## config.mk

```make
export PLATFORM = sky130hd
export DESIGN_NAME = mycpu
export DESIGN_NICKNAME = d
export VERILOG_FILES = /design/src/verilog/mips_pkg.sv /design/src/verilog/mips_handshake.sv /design/src/verilog/mips_regfile.sv /design/src/verilog/mips_decode.sv /design/src/verilog/mips_execute.sv /design/src/verilog/mips_result.sv /design/src/verilog/mips_datapath.sv /design/src/verilog/mycpu.sv
export SDC_FILE = /design/constraint.sdc
export NUM_CORES = 2
export LEC_CHECK = 0
export BUFFER_PORTS_ARGS = -buffer_cell sky130_fd_sc_hd__buf_2
export CORE_AREA = 2 2 490 492
export CTS_CLUSTER_DIAMETER = 80
export CTS_CLUSTER_SIZE = 16
export DETAILED_ROUTE_END_ITERATION = 8
export DIE_AREA = 0 0 492 494
export GPL_ROUTABILITY_DRIVEN = 0
export GPL_TIMING_DRIVEN = 0
export PLACE_DENSITY = 0.46
export SLEW_MARGIN = 20
export SYNTH_ARGS = -nofsm -noshare
export SYNTH_HDL_FRONTEND = slang
export SYNTH_SLANG_ARGS = --single-unit
```

## constraint.sdc

```tcl
create_clock -name clk -period 18.8 [get_ports clk]
set_input_delay 0.94 -clock clk [delete_from_list [all_inputs] [get_ports clk]]
set_output_delay 0.94 -clock clk [all_outputs]
set_load 0.01 [all_outputs]
```

## src/verilog/mips_pkg.sv

```systemverilog
`default_nettype none

package mips_pkg;

    // data, address and instruction word
    typedef logic [31:0] word_t;
    // register number
    typedef logic [4:0] creg_addr_t;
    // debug trace byte write enable
    typedef logic [3:0] rwen_t;
    // memory byte lane mask
    typedef logic [3:0] strb_t;
    // bus transfer size, 0 byte and 2 word
    typedef logic [1:0] size_t;

    typedef enum logic [3:0] {
        ALU_ADD,
        ALU_SUB,
        ALU_AND,
        ALU_OR,
        ALU_XOR,
        ALU_SLT,
        ALU_SLTU,
        ALU_LUI
    } alu_op_t;

    // one instruction at a time, no overlap between states
    typedef enum logic [2:0] {
        S_FETCH,
        S_DECODE,
        S_EXECUTE,
        S_MEM,
        S_WB
    } seq_state_t;

    // primary opcodes
    localparam logic [5:0] OP_SPECIAL = 6'h00;
    localparam logic [5:0] OP_BEQ     = 6'h04;
    localparam logic [5:0] OP_BNE     = 6'h05;
    localparam logic [5:0] OP_ADDIU   = 6'h09;
    localparam logic [5:0] OP_ANDI    = 6'h0c;
    localparam logic [5:0] OP_ORI     = 6'h0d;
    localparam logic [5:0] OP_LUI     = 6'h0f;
    localparam logic [5:0] OP_LB      = 6'h20;
    localparam logic [5:0] OP_LW      = 6'h23;
    localparam logic [5:0] OP_LBU     = 6'h24;
    localparam logic [5:0] OP_SB      = 6'h28;
    localparam logic [5:0] OP_SW      = 6'h2b;

    // funct codes under OP_SPECIAL
    localparam logic [5:0] FN_ADDU = 6'h21;
    localparam logic [5:0] FN_SUBU = 6'h23;
    localparam logic [5:0] FN_AND  = 6'h24;
    localparam logic [5:0] FN_OR   = 6'h25;
    localparam logic [5:0] FN_XOR  = 6'h26;
    localparam logic [5:0] FN_SLT  = 6'h2a;
    localparam logic [5:0] FN_SLTU = 6'h2b;

endpackage

`default_nettype wire

```

## src/verilog/mips_handshake.sv

```systemverilog
`timescale 1ns/1ns
`default_nettype none

module mips_handshake (
    input  logic clk,
    input  logic rst_n,
    // held high by the core until done
    input  logic cpu_req,
    input  logic addr_ok,
    input  logic data_ok,
    output logic req,
    output logic done
);

    typedef enum logic [1:0] {
        HS_IDLE,
        HS_ADDR,
        HS_DATA
    } hs_state_t;

    hs_state_t state;

    always_ff @(posedge clk or negedge rst_n) begin
        if (!rst_n) begin
            state <= HS_IDLE;
        end else begin
            case (state)
                // registered start, so req rises one clock after cpu_req
                HS_IDLE: if (cpu_req) state <= HS_ADDR;
                // address accepted, req drops next cycle
                HS_ADDR: if (addr_ok) state <= HS_DATA;
                HS_DATA: if (data_ok) state <= HS_IDLE;
                default: state <= HS_IDLE;
            endcase
        end
    end

    assign req = (state == HS_ADDR);
    // rdata valid in this same cycle
    assign done = (state == HS_DATA) && data_ok;

    // core request stays up for the whole transaction
    a_cpu_req_held: assert property (@(posedge clk) disable iff (!rst_n)
        state != HS_IDLE |-> cpu_req);

    // no response without an accepted address, never with addr_ok
    a_no_stray_data_ok: assert property (@(posedge clk) disable iff (!rst_n)
        state != HS_DATA |-> !data_ok);

endmodule

`default_nettype wire

```

## src/verilog/mips_regfile.sv

```systemverilog
`timescale 1ns/1ns
`default_nettype none

module mips_regfile (
    input  logic               clk,
    input  logic               rst_n,
    input  mips_pkg::creg_addr_t ra1,
    input  mips_pkg::creg_addr_t ra2,
    input  logic               we,
    input  mips_pkg::creg_addr_t wa,
    input  mips_pkg::word_t    wd,
    output mips_pkg::word_t    rd1,
    output mips_pkg::word_t    rd2
);

    mips_pkg::word_t regs [32];

    always_ff @(posedge clk or negedge rst_n) begin
        if (!rst_n) begin
            for (int i = 0; i < 32; i++) begin
                regs[i] <= '0;
            end
        end else if (we && (wa != 5'd0)) begin
            // $zero never written, stays at its reset value
            regs[wa] <= wd;
        end
    end

    // combinational read
    assign rd1 = regs[ra1];
    assign rd2 = regs[ra2];

endmodule

`default_nettype wire

```

## src/verilog/mips_decode.sv

```systemverilog
`timescale 1ns/1ns
`default_nettype none

module mips_decode (
    input  mips_pkg::word_t      instr,
    output mips_pkg::creg_addr_t rs,
    output mips_pkg::creg_addr_t rt,
    output mips_pkg::creg_addr_t wa,
    output mips_pkg::word_t      imm_ext,
    output mips_pkg::alu_op_t    alu_op,
    output logic                 use_imm,
    output logic                 reg_write,
    output logic                 is_load,
    output logic                 is_store,
    output logic                 is_byte,
    output logic                 load_signed,
    output logic                 is_beq,
    output logic                 is_bne
);

    logic [5:0] opcode;
    logic [5:0] funct;
    logic       zero_ext;

    assign opcode = instr[31:26];
    assign funct  = instr[5:0];
    assign rs     = instr[25:21];
    assign rt     = instr[20:16];

    // rd for R-type, rt for everything else
    assign wa = (opcode == mips_pkg::OP_SPECIAL) ? instr[15:11] : instr[20:16];

    // logical immediates zero extend
    assign zero_ext = (opcode == mips_pkg::OP_ANDI) || (opcode == mips_pkg::OP_ORI);
    assign imm_ext  = zero_ext ? {16'h0000, instr[15:0]} : {{16{instr[15]}}, instr[15:0]};

    always_comb begin
        // unknown encodings fall through as no-ops
        alu_op      = mips_pkg::ALU_ADD;
        use_imm     = 1'b0;
        reg_write   = 1'b0;
        is_load     = 1'b0;
        is_store    = 1'b0;
        is_byte     = 1'b0;
        load_signed = 1'b0;
        is_beq      = 1'b0;
        is_bne      = 1'b0;
        case (opcode)
            mips_pkg::OP_SPECIAL: begin
                reg_write = 1'b1;
                case (funct)
                    mips_pkg::FN_ADDU: alu_op = mips_pkg::ALU_ADD;
                    mips_pkg::FN_SUBU: alu_op = mips_pkg::ALU_SUB;
                    mips_pkg::FN_AND:  alu_op = mips_pkg::ALU_AND;
                    mips_pkg::FN_OR:   alu_op = mips_pkg::ALU_OR;
                    mips_pkg::FN_XOR:  alu_op = mips_pkg::ALU_XOR;
                    mips_pkg::FN_SLT:  alu_op = mips_pkg::ALU_SLT;
                    mips_pkg::FN_SLTU: alu_op = mips_pkg::ALU_SLTU;
                    default:           reg_write = 1'b0;
                endcase
            end
            mips_pkg::OP_ADDIU: begin
                use_imm   = 1'b1;
                reg_write = 1'b1;
            end
            mips_pkg::OP_ANDI: begin
                alu_op    = mips_pkg::ALU_AND;
                use_imm   = 1'b1;
                reg_write = 1'b1;
            end
            mips_pkg::OP_ORI: begin
                alu_op    = mips_pkg::ALU_OR;
                use_imm   = 1'b1;
                reg_write = 1'b1;
            end
            mips_pkg::OP_LUI: begin
                alu_op    = mips_pkg::ALU_LUI;
                use_imm   = 1'b1;
                reg_write = 1'b1;
            end
            // loads and stores add the offset to rs
            mips_pkg::OP_LW, mips_pkg::OP_LB, mips_pkg::OP_LBU: begin
                use_imm     = 1'b1;
                reg_write   = 1'b1;
                is_load     = 1'b1;
                is_byte     = (opcode != mips_pkg::OP_LW);
                load_signed = (opcode == mips_pkg::OP_LB);
            end
            mips_pkg::OP_SW, mips_pkg::OP_SB: begin
                use_imm  = 1'b1;
                is_store = 1'b1;
                is_byte  = (opcode == mips_pkg::OP_SB);
            end
            mips_pkg::OP_BEQ: is_beq = 1'b1;
            mips_pkg::OP_BNE: is_bne = 1'b1;
            default: ;
        endcase
    end

endmodule

`default_nettype wire

```

## src/verilog/mips_execute.sv

```systemverilog
`timescale 1ns/1ns
`default_nettype none

module mips_execute (
    input  mips_pkg::word_t   pc,
    input  mips_pkg::word_t   a,
    input  mips_pkg::word_t   b,
    input  mips_pkg::word_t   imm_ext,
    input  mips_pkg::alu_op_t alu_op,
    input  logic              use_imm,
    input  logic              is_beq,
    input  logic              is_bne,
    input  logic              is_byte,
    input  logic              is_store,
    output mips_pkg::word_t   alu_y,
    output logic              branch_taken,
    output mips_pkg::word_t   branch_target,
    output mips_pkg::strb_t   store_strb,
    output mips_pkg::word_t   store_data
);

    mips_pkg::word_t b_in;
    logic            equal;

    assign b_in = use_imm ? imm_ext : b;

    always_comb begin
        case (alu_op)
            mips_pkg::ALU_ADD:  alu_y = a + b_in;
            mips_pkg::ALU_SUB:  alu_y = a - b_in;
            mips_pkg::ALU_AND:  alu_y = a & b_in;
            mips_pkg::ALU_OR:   alu_y = a | b_in;
            mips_pkg::ALU_XOR:  alu_y = a ^ b_in;
            mips_pkg::ALU_SLT:  alu_y = {31'd0, $signed(a) < $signed(b_in)};
            mips_pkg::ALU_SLTU: alu_y = {31'd0, a < b_in};
            // immediate moved into the upper half
            mips_pkg::ALU_LUI:  alu_y = {b_in[15:0], 16'h0000};
            default:            alu_y = a + b_in;
        endcase
    end

    // branches compare the two registers, never the immediate
    assign equal         = (a == b);
    assign branch_taken  = (is_beq && equal) || (is_bne && !equal);
    assign branch_target = pc + 32'd4 + {imm_ext[29:0], 2'b00};

    // byte store hits one lane picked by the address low bits
    always_comb begin
        if (!is_store) begin
            store_strb = 4'b0000;
        end else if (is_byte) begin
            store_strb = 4'b0001 << alu_y[1:0];
        end else begin
            store_strb = 4'b1111;
        end
    end

    assign store_data = is_byte ? {4{b[7:0]}} : b;

endmodule

`default_nettype wire

```

## src/verilog/mips_result.sv

```systemverilog
`timescale 1ns/1ns
`default_nettype none

module mips_result (
    input  mips_pkg::word_t alu_y,
    input  mips_pkg::word_t load_word,
    input  logic            is_load,
    input  logic            is_byte,
    input  logic            load_signed,
    output mips_pkg::word_t wd
);

    logic [7:0]      lane;
    mips_pkg::word_t load_val;

    // alu_y holds the load address here
    always_comb begin
        case (alu_y[1:0])
            2'd0:    lane = load_word[7:0];
            2'd1:    lane = load_word[15:8];
            2'd2:    lane = load_word[23:16];
            default: lane = load_word[31:24];
        endcase
    end

    always_comb begin
        if (!is_byte) begin
            load_val = load_word;
        end else if (load_signed) begin
            load_val = {{24{lane[7]}}, lane};
        end else begin
            load_val = {24'd0, lane};
        end
    end

    assign wd = is_load ? load_val : alu_y;

endmodule

`default_nettype wire

```

## src/verilog/mips_datapath.sv

```systemverilog
`timescale 1ns/1ns
`default_nettype none

module mips_datapath #(
    parameter mips_pkg::word_t RESET_PC = 32'hbfc0_0000
) (
    input  logic                 clk,
    input  logic                 rst_n,
    input  logic                 fetch_done,
    input  mips_pkg::word_t      instr_in,
    input  logic                 mem_done,
    input  mips_pkg::word_t      mem_rdata,
    output mips_pkg::word_t      pc,
    output logic                 fetch_req,
    output logic                 mem_req,
    output logic                 mem_wr,
    output mips_pkg::word_t      mem_addr,
    output mips_pkg::size_t      mem_size,
    output mips_pkg::word_t      mem_wdata,
    output mips_pkg::word_t      wb_pc,
    output logic                 wb_wen,
    output mips_pkg::creg_addr_t wb_wnum,
    output mips_pkg::word_t      wb_wdata
);

    mips_pkg::seq_state_t state;

    // instruction, its pc, operands and latches
    mips_pkg::word_t ir, ir_pc, a_q, b_q, alu_q, sdata_q, load_q;
    mips_pkg::strb_t strb_q;

    mips_pkg::creg_addr_t rs, rt, wa;
    mips_pkg::word_t      imm_ext, rd1, rd2, alu_y, branch_target, store_data, wd;
    mips_pkg::alu_op_t    alu_op;
    mips_pkg::strb_t      store_strb;
    logic use_imm, reg_write, is_load, is_store, is_byte, load_signed;
    logic is_beq, is_bne, branch_taken, rf_we;

    always_ff @(posedge clk or negedge rst_n) begin
        if (!rst_n) begin
            state  <= mips_pkg::S_FETCH;
            pc     <= RESET_PC;
            strb_q <= '0;
        end else begin
            case (state)
                // wait as long as the instruction port stalls
                mips_pkg::S_FETCH: if (fetch_done) state <= mips_pkg::S_DECODE;
                mips_pkg::S_DECODE: state <= mips_pkg::S_EXECUTE;
                mips_pkg::S_EXECUTE: begin
                    // no delay slot, next fetch already goes to the target
                    pc     <= branch_taken ? branch_target : pc + 32'd4;
                    strb_q <= store_strb;
                    state  <= (is_load || is_store) ? mips_pkg::S_MEM : mips_pkg::S_WB;
                end
                mips_pkg::S_MEM: if (mem_done) state <= mips_pkg::S_WB;
                default: state <= mips_pkg::S_FETCH;
            endcase
        end
    end

    // payload latches
    always_ff @(posedge clk) begin
        if (state == mips_pkg::S_FETCH && fetch_done) begin
            ir    <= instr_in;
            ir_pc <= pc;
        end
        if (state == mips_pkg::S_DECODE) begin
            a_q <= rd1;
            b_q <= rd2;
        end
        if (state == mips_pkg::S_EXECUTE) begin
            alu_q   <= alu_y;
            sdata_q <= store_data;
        end
        if (state == mips_pkg::S_MEM && mem_done) begin
            load_q <= mem_rdata;
        end
    end

    mips_decode u_decode (
        .instr(ir), .rs(rs), .rt(rt), .wa(wa), .imm_ext(imm_ext), .alu_op(alu_op),
        .use_imm(use_imm), .reg_write(reg_write), .is_load(is_load), .is_store(is_store),
        .is_byte(is_byte), .load_signed(load_signed), .is_beq(is_beq), .is_bne(is_bne)
    );

    mips_execute u_execute (
        .pc(ir_pc), .a(a_q), .b(b_q), .imm_ext(imm_ext), .alu_op(alu_op),
        .use_imm(use_imm), .is_beq(is_beq), .is_bne(is_bne), .is_byte(is_byte),
        .is_store(is_store), .alu_y(alu_y), .branch_taken(branch_taken),
        .branch_target(branch_target), .store_strb(store_strb), .store_data(store_data)
    );

    mips_result u_result (
        .alu_y(alu_q), .load_word(load_q), .is_load(is_load), .is_byte(is_byte),
        .load_signed(load_signed), .wd(wd)
    );

    // write only in the single writeback cycle
    assign rf_we = (state == mips_pkg::S_WB) && reg_write;

    mips_regfile u_regfile (
        .clk(clk), .rst_n(rst_n), .ra1(rs), .ra2(rt), .we(rf_we), .wa(wa), .wd(wd),
        .rd1(rd1), .rd2(rd2)
    );

    assign fetch_req = (state == mips_pkg::S_FETCH);
    assign mem_req   = (state == mips_pkg::S_MEM);
    // any lane set means a store
    assign mem_wr    = |strb_q;
    assign mem_addr  = alu_q;
    assign mem_size  = is_byte ? 2'd0 : 2'd2;
    assign mem_wdata = sdata_q;

    // trace port, enable only for nonzero destinations
    assign wb_pc    = ir_pc;
    assign wb_wen   = rf_we && (wa != 5'd0);
    assign wb_wnum  = wa;
    assign wb_wdata = wd;

    // completions only come back to the state that asked
    a_fetch_done_in_fetch: assert property (@(posedge clk) disable iff (!rst_n)
        fetch_done |-> state == mips_pkg::S_FETCH);

    a_mem_done_in_mem: assert property (@(posedge clk) disable iff (!rst_n)
        mem_done |-> state == mips_pkg::S_MEM);

    a_pc_aligned: assert property (@(posedge clk) disable iff (!rst_n)
        pc[1:0] == 2'b00);

endmodule

`default_nettype wire

```

## src/verilog/mycpu.sv

```systemverilog
`timescale 1ns/1ns
`default_nettype none

module mycpu #(
    parameter mips_pkg::word_t RESET_PC = 32'hbfc0_0000
) (
    input  logic                 clk,
    input  logic                 rst_n,

    // instruction port, read only
    output logic                 inst_req,
    output logic                 inst_wr,
    output mips_pkg::size_t      inst_size,
    output mips_pkg::word_t      inst_addr,
    output mips_pkg::word_t      inst_wdata,
    input  mips_pkg::word_t      inst_rdata,
    input  logic                 inst_addr_ok,
    input  logic                 inst_data_ok,

    // data port
    output logic                 data_req,
    output logic                 data_wr,
    output mips_pkg::size_t      data_size,
    output mips_pkg::word_t      data_addr,
    output mips_pkg::word_t      data_wdata,
    input  mips_pkg::word_t      data_rdata,
    input  logic                 data_addr_ok,
    input  logic                 data_data_ok,

    // writeback trace
    output mips_pkg::word_t      debug_wb_pc,
    output mips_pkg::rwen_t      debug_wb_rf_wen,
    output mips_pkg::creg_addr_t debug_wb_rf_wnum,
    output mips_pkg::word_t      debug_wb_rf_wdata
);

    logic fetch_req, fetch_done, mem_req, mem_done, wb_wen;

    mips_datapath #(
        .RESET_PC(RESET_PC)
    ) u_datapath (
        .clk(clk), .rst_n(rst_n), .fetch_done(fetch_done), .instr_in(inst_rdata),
        .mem_done(mem_done), .mem_rdata(data_rdata), .pc(inst_addr),
        .fetch_req(fetch_req), .mem_req(mem_req), .mem_wr(data_wr), .mem_addr(data_addr),
        .mem_size(data_size), .mem_wdata(data_wdata), .wb_pc(debug_wb_pc),
        .wb_wen(wb_wen), .wb_wnum(debug_wb_rf_wnum), .wb_wdata(debug_wb_rf_wdata)
    );

    // fetches are always full word reads
    assign inst_wr    = 1'b0;
    assign inst_size  = 2'd2;
    assign inst_wdata = '0;

    mips_handshake i_handshake (
        .clk(clk), .rst_n(rst_n), .cpu_req(fetch_req), .addr_ok(inst_addr_ok),
        .data_ok(inst_data_ok), .req(inst_req), .done(fetch_done)
    );

    mips_handshake d_handshake (
        .clk(clk), .rst_n(rst_n), .cpu_req(mem_req), .addr_ok(data_addr_ok),
        .data_ok(data_data_ok), .req(data_req), .done(mem_done)
    );

    assign debug_wb_rf_wen = {4{wb_wen}};

endmodule

`default_nettype wire

```

# Yosys cells after proc, flatten, opt, wreduce, memory -nomap -nowiden
# Cells that the tools add are included.
# classes
n_addsub,5
order_cmp,6
eq_ne,45
shifts,1
muxes,45
n_bitwise,6
reduce_logical,28
# ops
cell,n
1024-bit bitwise mux,1
32-bit two-way mux,12
32-bit binary-select mux with 5-bit select,2
32-bit case mux with 7 select lines,1
32-bit demux with 5-bit select,1
"6-bit == test, second input constant",12
"32-bit by 3-bit adder with 32-bit output, second input constant",2
32-bit adder,2
32-bit < comparator,2
32-bit bitwise AND,1
32-bit == test,1
32-bit bitwise OR,1
32-bit subtractor,1
32-bit XOR,1
"6-bit by 4-bit == test with 1-bit output, second input constant",4
3-bit case mux with 4 select lines,2
8-bit case mux with 3 select lines,1
"6-bit >= comparator, second input constant",3
5-bit NOT with 6-bit output,3
3-bit case mux with 6 select lines,1
"4-bit by 3-bit == test with 1-bit output, second input constant",4
2-bit two-way mux,7
7-bit OR reduction,2
"6-bit by 3-bit == test with 1-bit output, second input constant",2
31 further kinds,67
# word_totals
reg_bits,1291
inputBits,70
output_inout_bits,209
wordCells,180

# Longest topological paths before layout
# depth
ltp_word,9
depth_mapped,24
mapped_depth_nobuf,20

# By module
# From an unflattened synthesis, not the netlist that was laid out.
# hier_totals
cells_unflattened,6634
area_unflattened_um2,75591.2
# modules_own_cells
module,instances,cells_each,area_each_um2,seq_area_each_um2
mips_regfile,1,4601,55942.4,25624.6
mips_datapath,1,527,9266.4,7713.6
mips_execute,1,1210,8225.4,0.0
mips_result,1,129,907.1,0.0
mips_decode,1,106,752.0,0.0
mycpu,1,41,300.3,0.0
mips_handshake,2,10,98.8,50.0

# Worst setup path before layout
# No wires, ideal clock.
# synth_path
path_kind,input-to-reg
start,input inst_data_ok
end,register u_datapath.ir[0] (enable)
setup_time_ns,0.644
arrival_ns,7.091
required_time_ns,18.156
path_slack_ns,11.065
path_stages,2
path_buffers,0
cell_sequence,nand3b_1 nor4_1
# synth_via
elab_chain_cells,2
# synth_lines
item,line_no,text
start: declaration,mycpu.sv:18,"input logic inst_data_ok,"
1-bit logical AND,mips_handshake.sv:40,assign done = (state == HS_DATA) && data_ok;
1-bit logical AND,mips_datapath.sv:63,if (state == mips_pkg::S_FETCH && fetch_done) begin
end signal: assignment,mips_datapath.sv:64,ir <= instr_in;
end: declaration,mips_datapath.sv:29,"mips_pkg::word_t ir, ir_pc, a_q, b_q, alu_q, sdata_q, load_q;"
# No other way between the ends.
# A chain may end at the register's enable or synchronous reset.

# Worst setup path in the final report
# layout_path
start,register u_datapath.ir[31]
end,"register u_datapath.alu_q[20], in the netlist u_datapath.mem_addr[20], data pin"
# layout_via
elab_chain_cells,6
elab_cells_between_ends,29
classes_between,2 x add/sub; 16 x eq/ne; 5 x mux; 3 x bitwise; 3 x reduce/logical
# layout_lines
item,line_no,text
6-bit by 4-bit == test with 1-bit output (tied with other cells),"mips_decode.sv:34, mips_decode.sv:48",
9-bit OR reduction (no line) or 1-bit logical OR (tied branches),--,
1-bit two-way mux or 32-bit two-way mux (tied branches),"mips_decode.sv:48, mips_decode.sv:35",
32-bit two-way mux,mips_execute.sv:25,assign b_in = use_imm ? imm_ext : b;
32-bit adder (tied with other cells),"mips_execute.sv:29, mips_execute.sv:38",
32-bit case mux with 7 select lines (*),mips_execute.sv:28,case (alu_op)
net u_datapath.alu_y[20],mips_datapath.sv:33,"mips_pkg::word_t imm_ext, rd1, rd2, alu_y, branch_target, store_data, wd;"
end signal: assignment,mips_datapath.sv:72,alu_q <= alu_y;
end: declaration,mips_datapath.sv:29,
# Mark *: on every way through the listed nets, which the timed path passes. The rest lies on a longest branch.

==> metrics.txt <==
Clk pwr share 0.311; HP Class in -> async; num ports 279; #FFs+latches synth 1291; Total Routing Usage GR 0.221; arrival time at the worst endpoint 8.56 ns; endpoint type of the worst setup path flip-flop; Wirelength per Cell 28.8 um; Biggest register u_datapath.u_regfile.regs; worst relative slew slack 0.164; first-pass GRT wire length 390000 um; leakage power 34.0 nW; met2 wire length 125000 um; Sink Count 1291; DR vias 52.7k; routed wl met3 21800 um; final number of max-transition violations 0; TritonRoute pass-1 iters 6; Initial Utilization 0.299; Pint 4.70 mW; hold buffers post-CTS 0; Pwr Density 90.0 mW/mm2; Max-Cap Viols 0; number of flip-flops under the largest register name 1024; clock transition at the registers of the reported paths 0.08 ns; most area-hungry cell type in the Yosys netlist dfrtp_1; Adder-Cell Fraction of Synth Area 0.0282; critical path type reg -> reg; r2r endpoint u_datapath.mem_addr[20]; startpoint types flip-flop; crit share post-route 0.423; sequential-to-total area share from yosys stat 0.471; synthesized area 0.0710 mm2; area added between synthesis and finish 13.2%; Final Hold Vio Count 0; Final Skew 0.0796 ns; worst r2r src u_datapath.ir[31]; CTS Buf Count 104; largest net degree at the start of global routing 135; setup TNS 0 ns; worst r2r path cells 19; Final setup violation count 0; Nets 6517; post-route ant nets 0; Post-Synth Simple-Gate Area 0.0781; Filler cells 23.6k; vias per cell 5.53; commonest non-fill, non-tap cells in the layout dfrtp_1, nand2_1, o21ai_0; syn_area_per_cell 12.1 um2; finished layout cell area 0.0803 mm2; CTS root buffer clkbuf_16; H-tree levels 3; dpl hpwl 212000 um; fin crit period 7.95 ns; Flop pwr share 0.440; main combinational cell family by area after synthesis multiplexers; layout cells sized above 1 0.271; M1 WL 120000 um; highest metal used met5; commonest non-fill, non-tap cell in the layout dfrtp_1; async set-reset flop share out of synthesis 0.826; Post-synth EDFFs 224; critical path peak fanout 10; row cnt 179; f_max 126 MHz; Psw 2.53 mW; Core Box Area 0.237 mm2; overall routed net length 274000 um; Yosys warning total 0; worst-margin pin slew 1.22 ns; via count of the first global-routing pass 51.9k; CTS tree built; die area 0.243 mm2; post-synthesis cell type count 96; placed cell areas 0.0771 mm2; postcts setup bufs 0; sw frac 0.349; Synth Flop Type dfrtp_1; initial DRC count 5988; CP Data Required Time 19.40 ns; synth top area cells dfrtp_1, mux4_2, edfxtp_1; worst vdd ir 0.0951 mV; compound-cell area share of the yosys netlist 0.0995; XOR/XNOR Fraction of Synth Area 0.00802; RSZ-0062 raised after global routing false; post-synthesis mux area share 0.271; logic gate share of total power 0.250; gr ovfl total 0; status finished, final reports clean; Setup crit start u_datapath.ir[31]; CTS Buffer Depth 3; CTS resizes 0; Reg2Reg Setup Slack 10.85 ns; initial antenna violation count 25; share of the synthesized area in the top cell type 0.373; worst setup path end u_datapath.mem_addr[20]; Die Y 494 um; clock latency at the later pin of the worst-skew pair 0.81 ns; # port buffers 242; Design Power 7.23 mW; residual DRC count 0; synthesized instance count 5856; Die X 492 um
-- critical path, cell delays in order, from the launching register on --
cell       delay, ns
edfxtp_1        0.41
clkbuf_1        0.39
nor2b_1         0.12
o21ai_0         0.09
a21o_1          0.13
a21o_1          0.09
clkbuf_1        0.61
buf_2           0.44
clkbuf_1        0.72
mux2i_1         1.07
ha_1            0.40
clkbuf_1        0.22
or3_1           0.39
o311ai_0        0.70
a2111oi_0       0.37
o31ai_1         0.55
nand2_1         0.17
o31ai_1         0.25
mux2_2          0.37
nor3_1          0.22
-- synth_stat cells, drive strengths merged (5+ instances only) --
master  count
and2        9
a21oi     163
a221oi      8
inv       158
dfrtp    1058
nand4      33
o31a        5
o21ai     804
o311ai      6
a22oi       8
mux2      399
o211ai     23
clkbuf    362
nor2      168
a221o       9
nor2b      12
ha        155
o31ai      19
nor3       44
or3        10
xor2       45
a31oi      17
buf       209
o22ai      22
o221ai     14
a21o       54
o22a        5
a211oi     13
xnor2      20
mux2i      24
and3       14
o21bai     15
nand2     899
nand3b      6
a311oi      5
o21a        5
edfxtp    224
dfstp       9
nor4       24
mux4      643
nand3      46
nand2b     15
-- area by class of cell --
| type | count | area [um2] | share of cell area |
|---|---|---|---|
| well taps | 3167 | 3960 | 0.0493 |
| flip-flops and latches | 1291 | 33400 | 0.416 |
| diodes | 5 | 12.5 | 0.000156 |
| multi-input cells | 3868 | 34600 | 0.431 |
| repair buffers | 293 | 1930 | 0.0241 |
| plain buffers | 571 | 2540 | 0.0316 |
| clock buffers | 131 | 2800 | 0.0348 |
| inverters | 160 | 606 | 0.00754 |
| clock inverters | 36 | 429 | 0.00534 |
-- power groups by stage --
stage | clock, mW | sequential (mW) | combinational [mW]
3_5_place_dp | 0 | 3.23 | 1.79
3_3_place_gp | 0 | 3.25 | 1.74
5_1_grt | 2.40 | 3.19 | 1.94
4_1_cts | 2.30 | 3.18 | 1.79
2_1_floorplan | 0 | 3.19 | 1.03
6_report | 2.25 | 3.18 | 1.81
-- stage by stage --
step	instances	util	hold WS (ns)	setup WS, ns
after floorplan	5890	-	0.441	11.07
after global placement	9299	0.321	0.452	-7.97
after detailed placement	9350	0.325	0.458	11.22
after CTS	9517	0.338	0.0495	11.14
after global routing	9518	0.338	0.0874	10.66
final	9522	0.338	0.0704	10.85
-- per-layer routing --
| metal | up-vias | track usage |
|---|---|---|
| met4 | 6 | 0.0642 |
| met5 | - | 0 |
| li1 | 22400 | - |
| met2 | 2251 | 0.345 |
| met1 | 27700 | 0.314 |
| met3 | 343 | 0.0410 |
-- how the worst min path moves through the flow --
stage	endpoint	slack, ns	cells past startpoint
final	u_datapath.u_regfile.regs[797]	0.07	1
after global routing	u_datapath.u_regfile.regs[892]	0.09	1
after CTS	u_datapath.u_regfile.regs[797]	0.05	1
after detailed placement	u_datapath.pc[0]	0.46	2
after global placement	u_datapath.u_regfile.regs[1013]	0.45	1
after floorplan	u_datapath.u_regfile.regs[1000]	0.44	1
-- kinds of logic after synthesis --
logic type | count (synthesis)
AO/OA/AOI/OAI | 1245
XOR/XNOR | 65
adder cells (fa/ha/maj) | 158
buffers and inverters | 731
flip-flops | 1291
multiplexers | 1066
other | 2
AND/OR/NAND/NOR | 1298
Note: power is estimated with default switching activity, not from simulation.
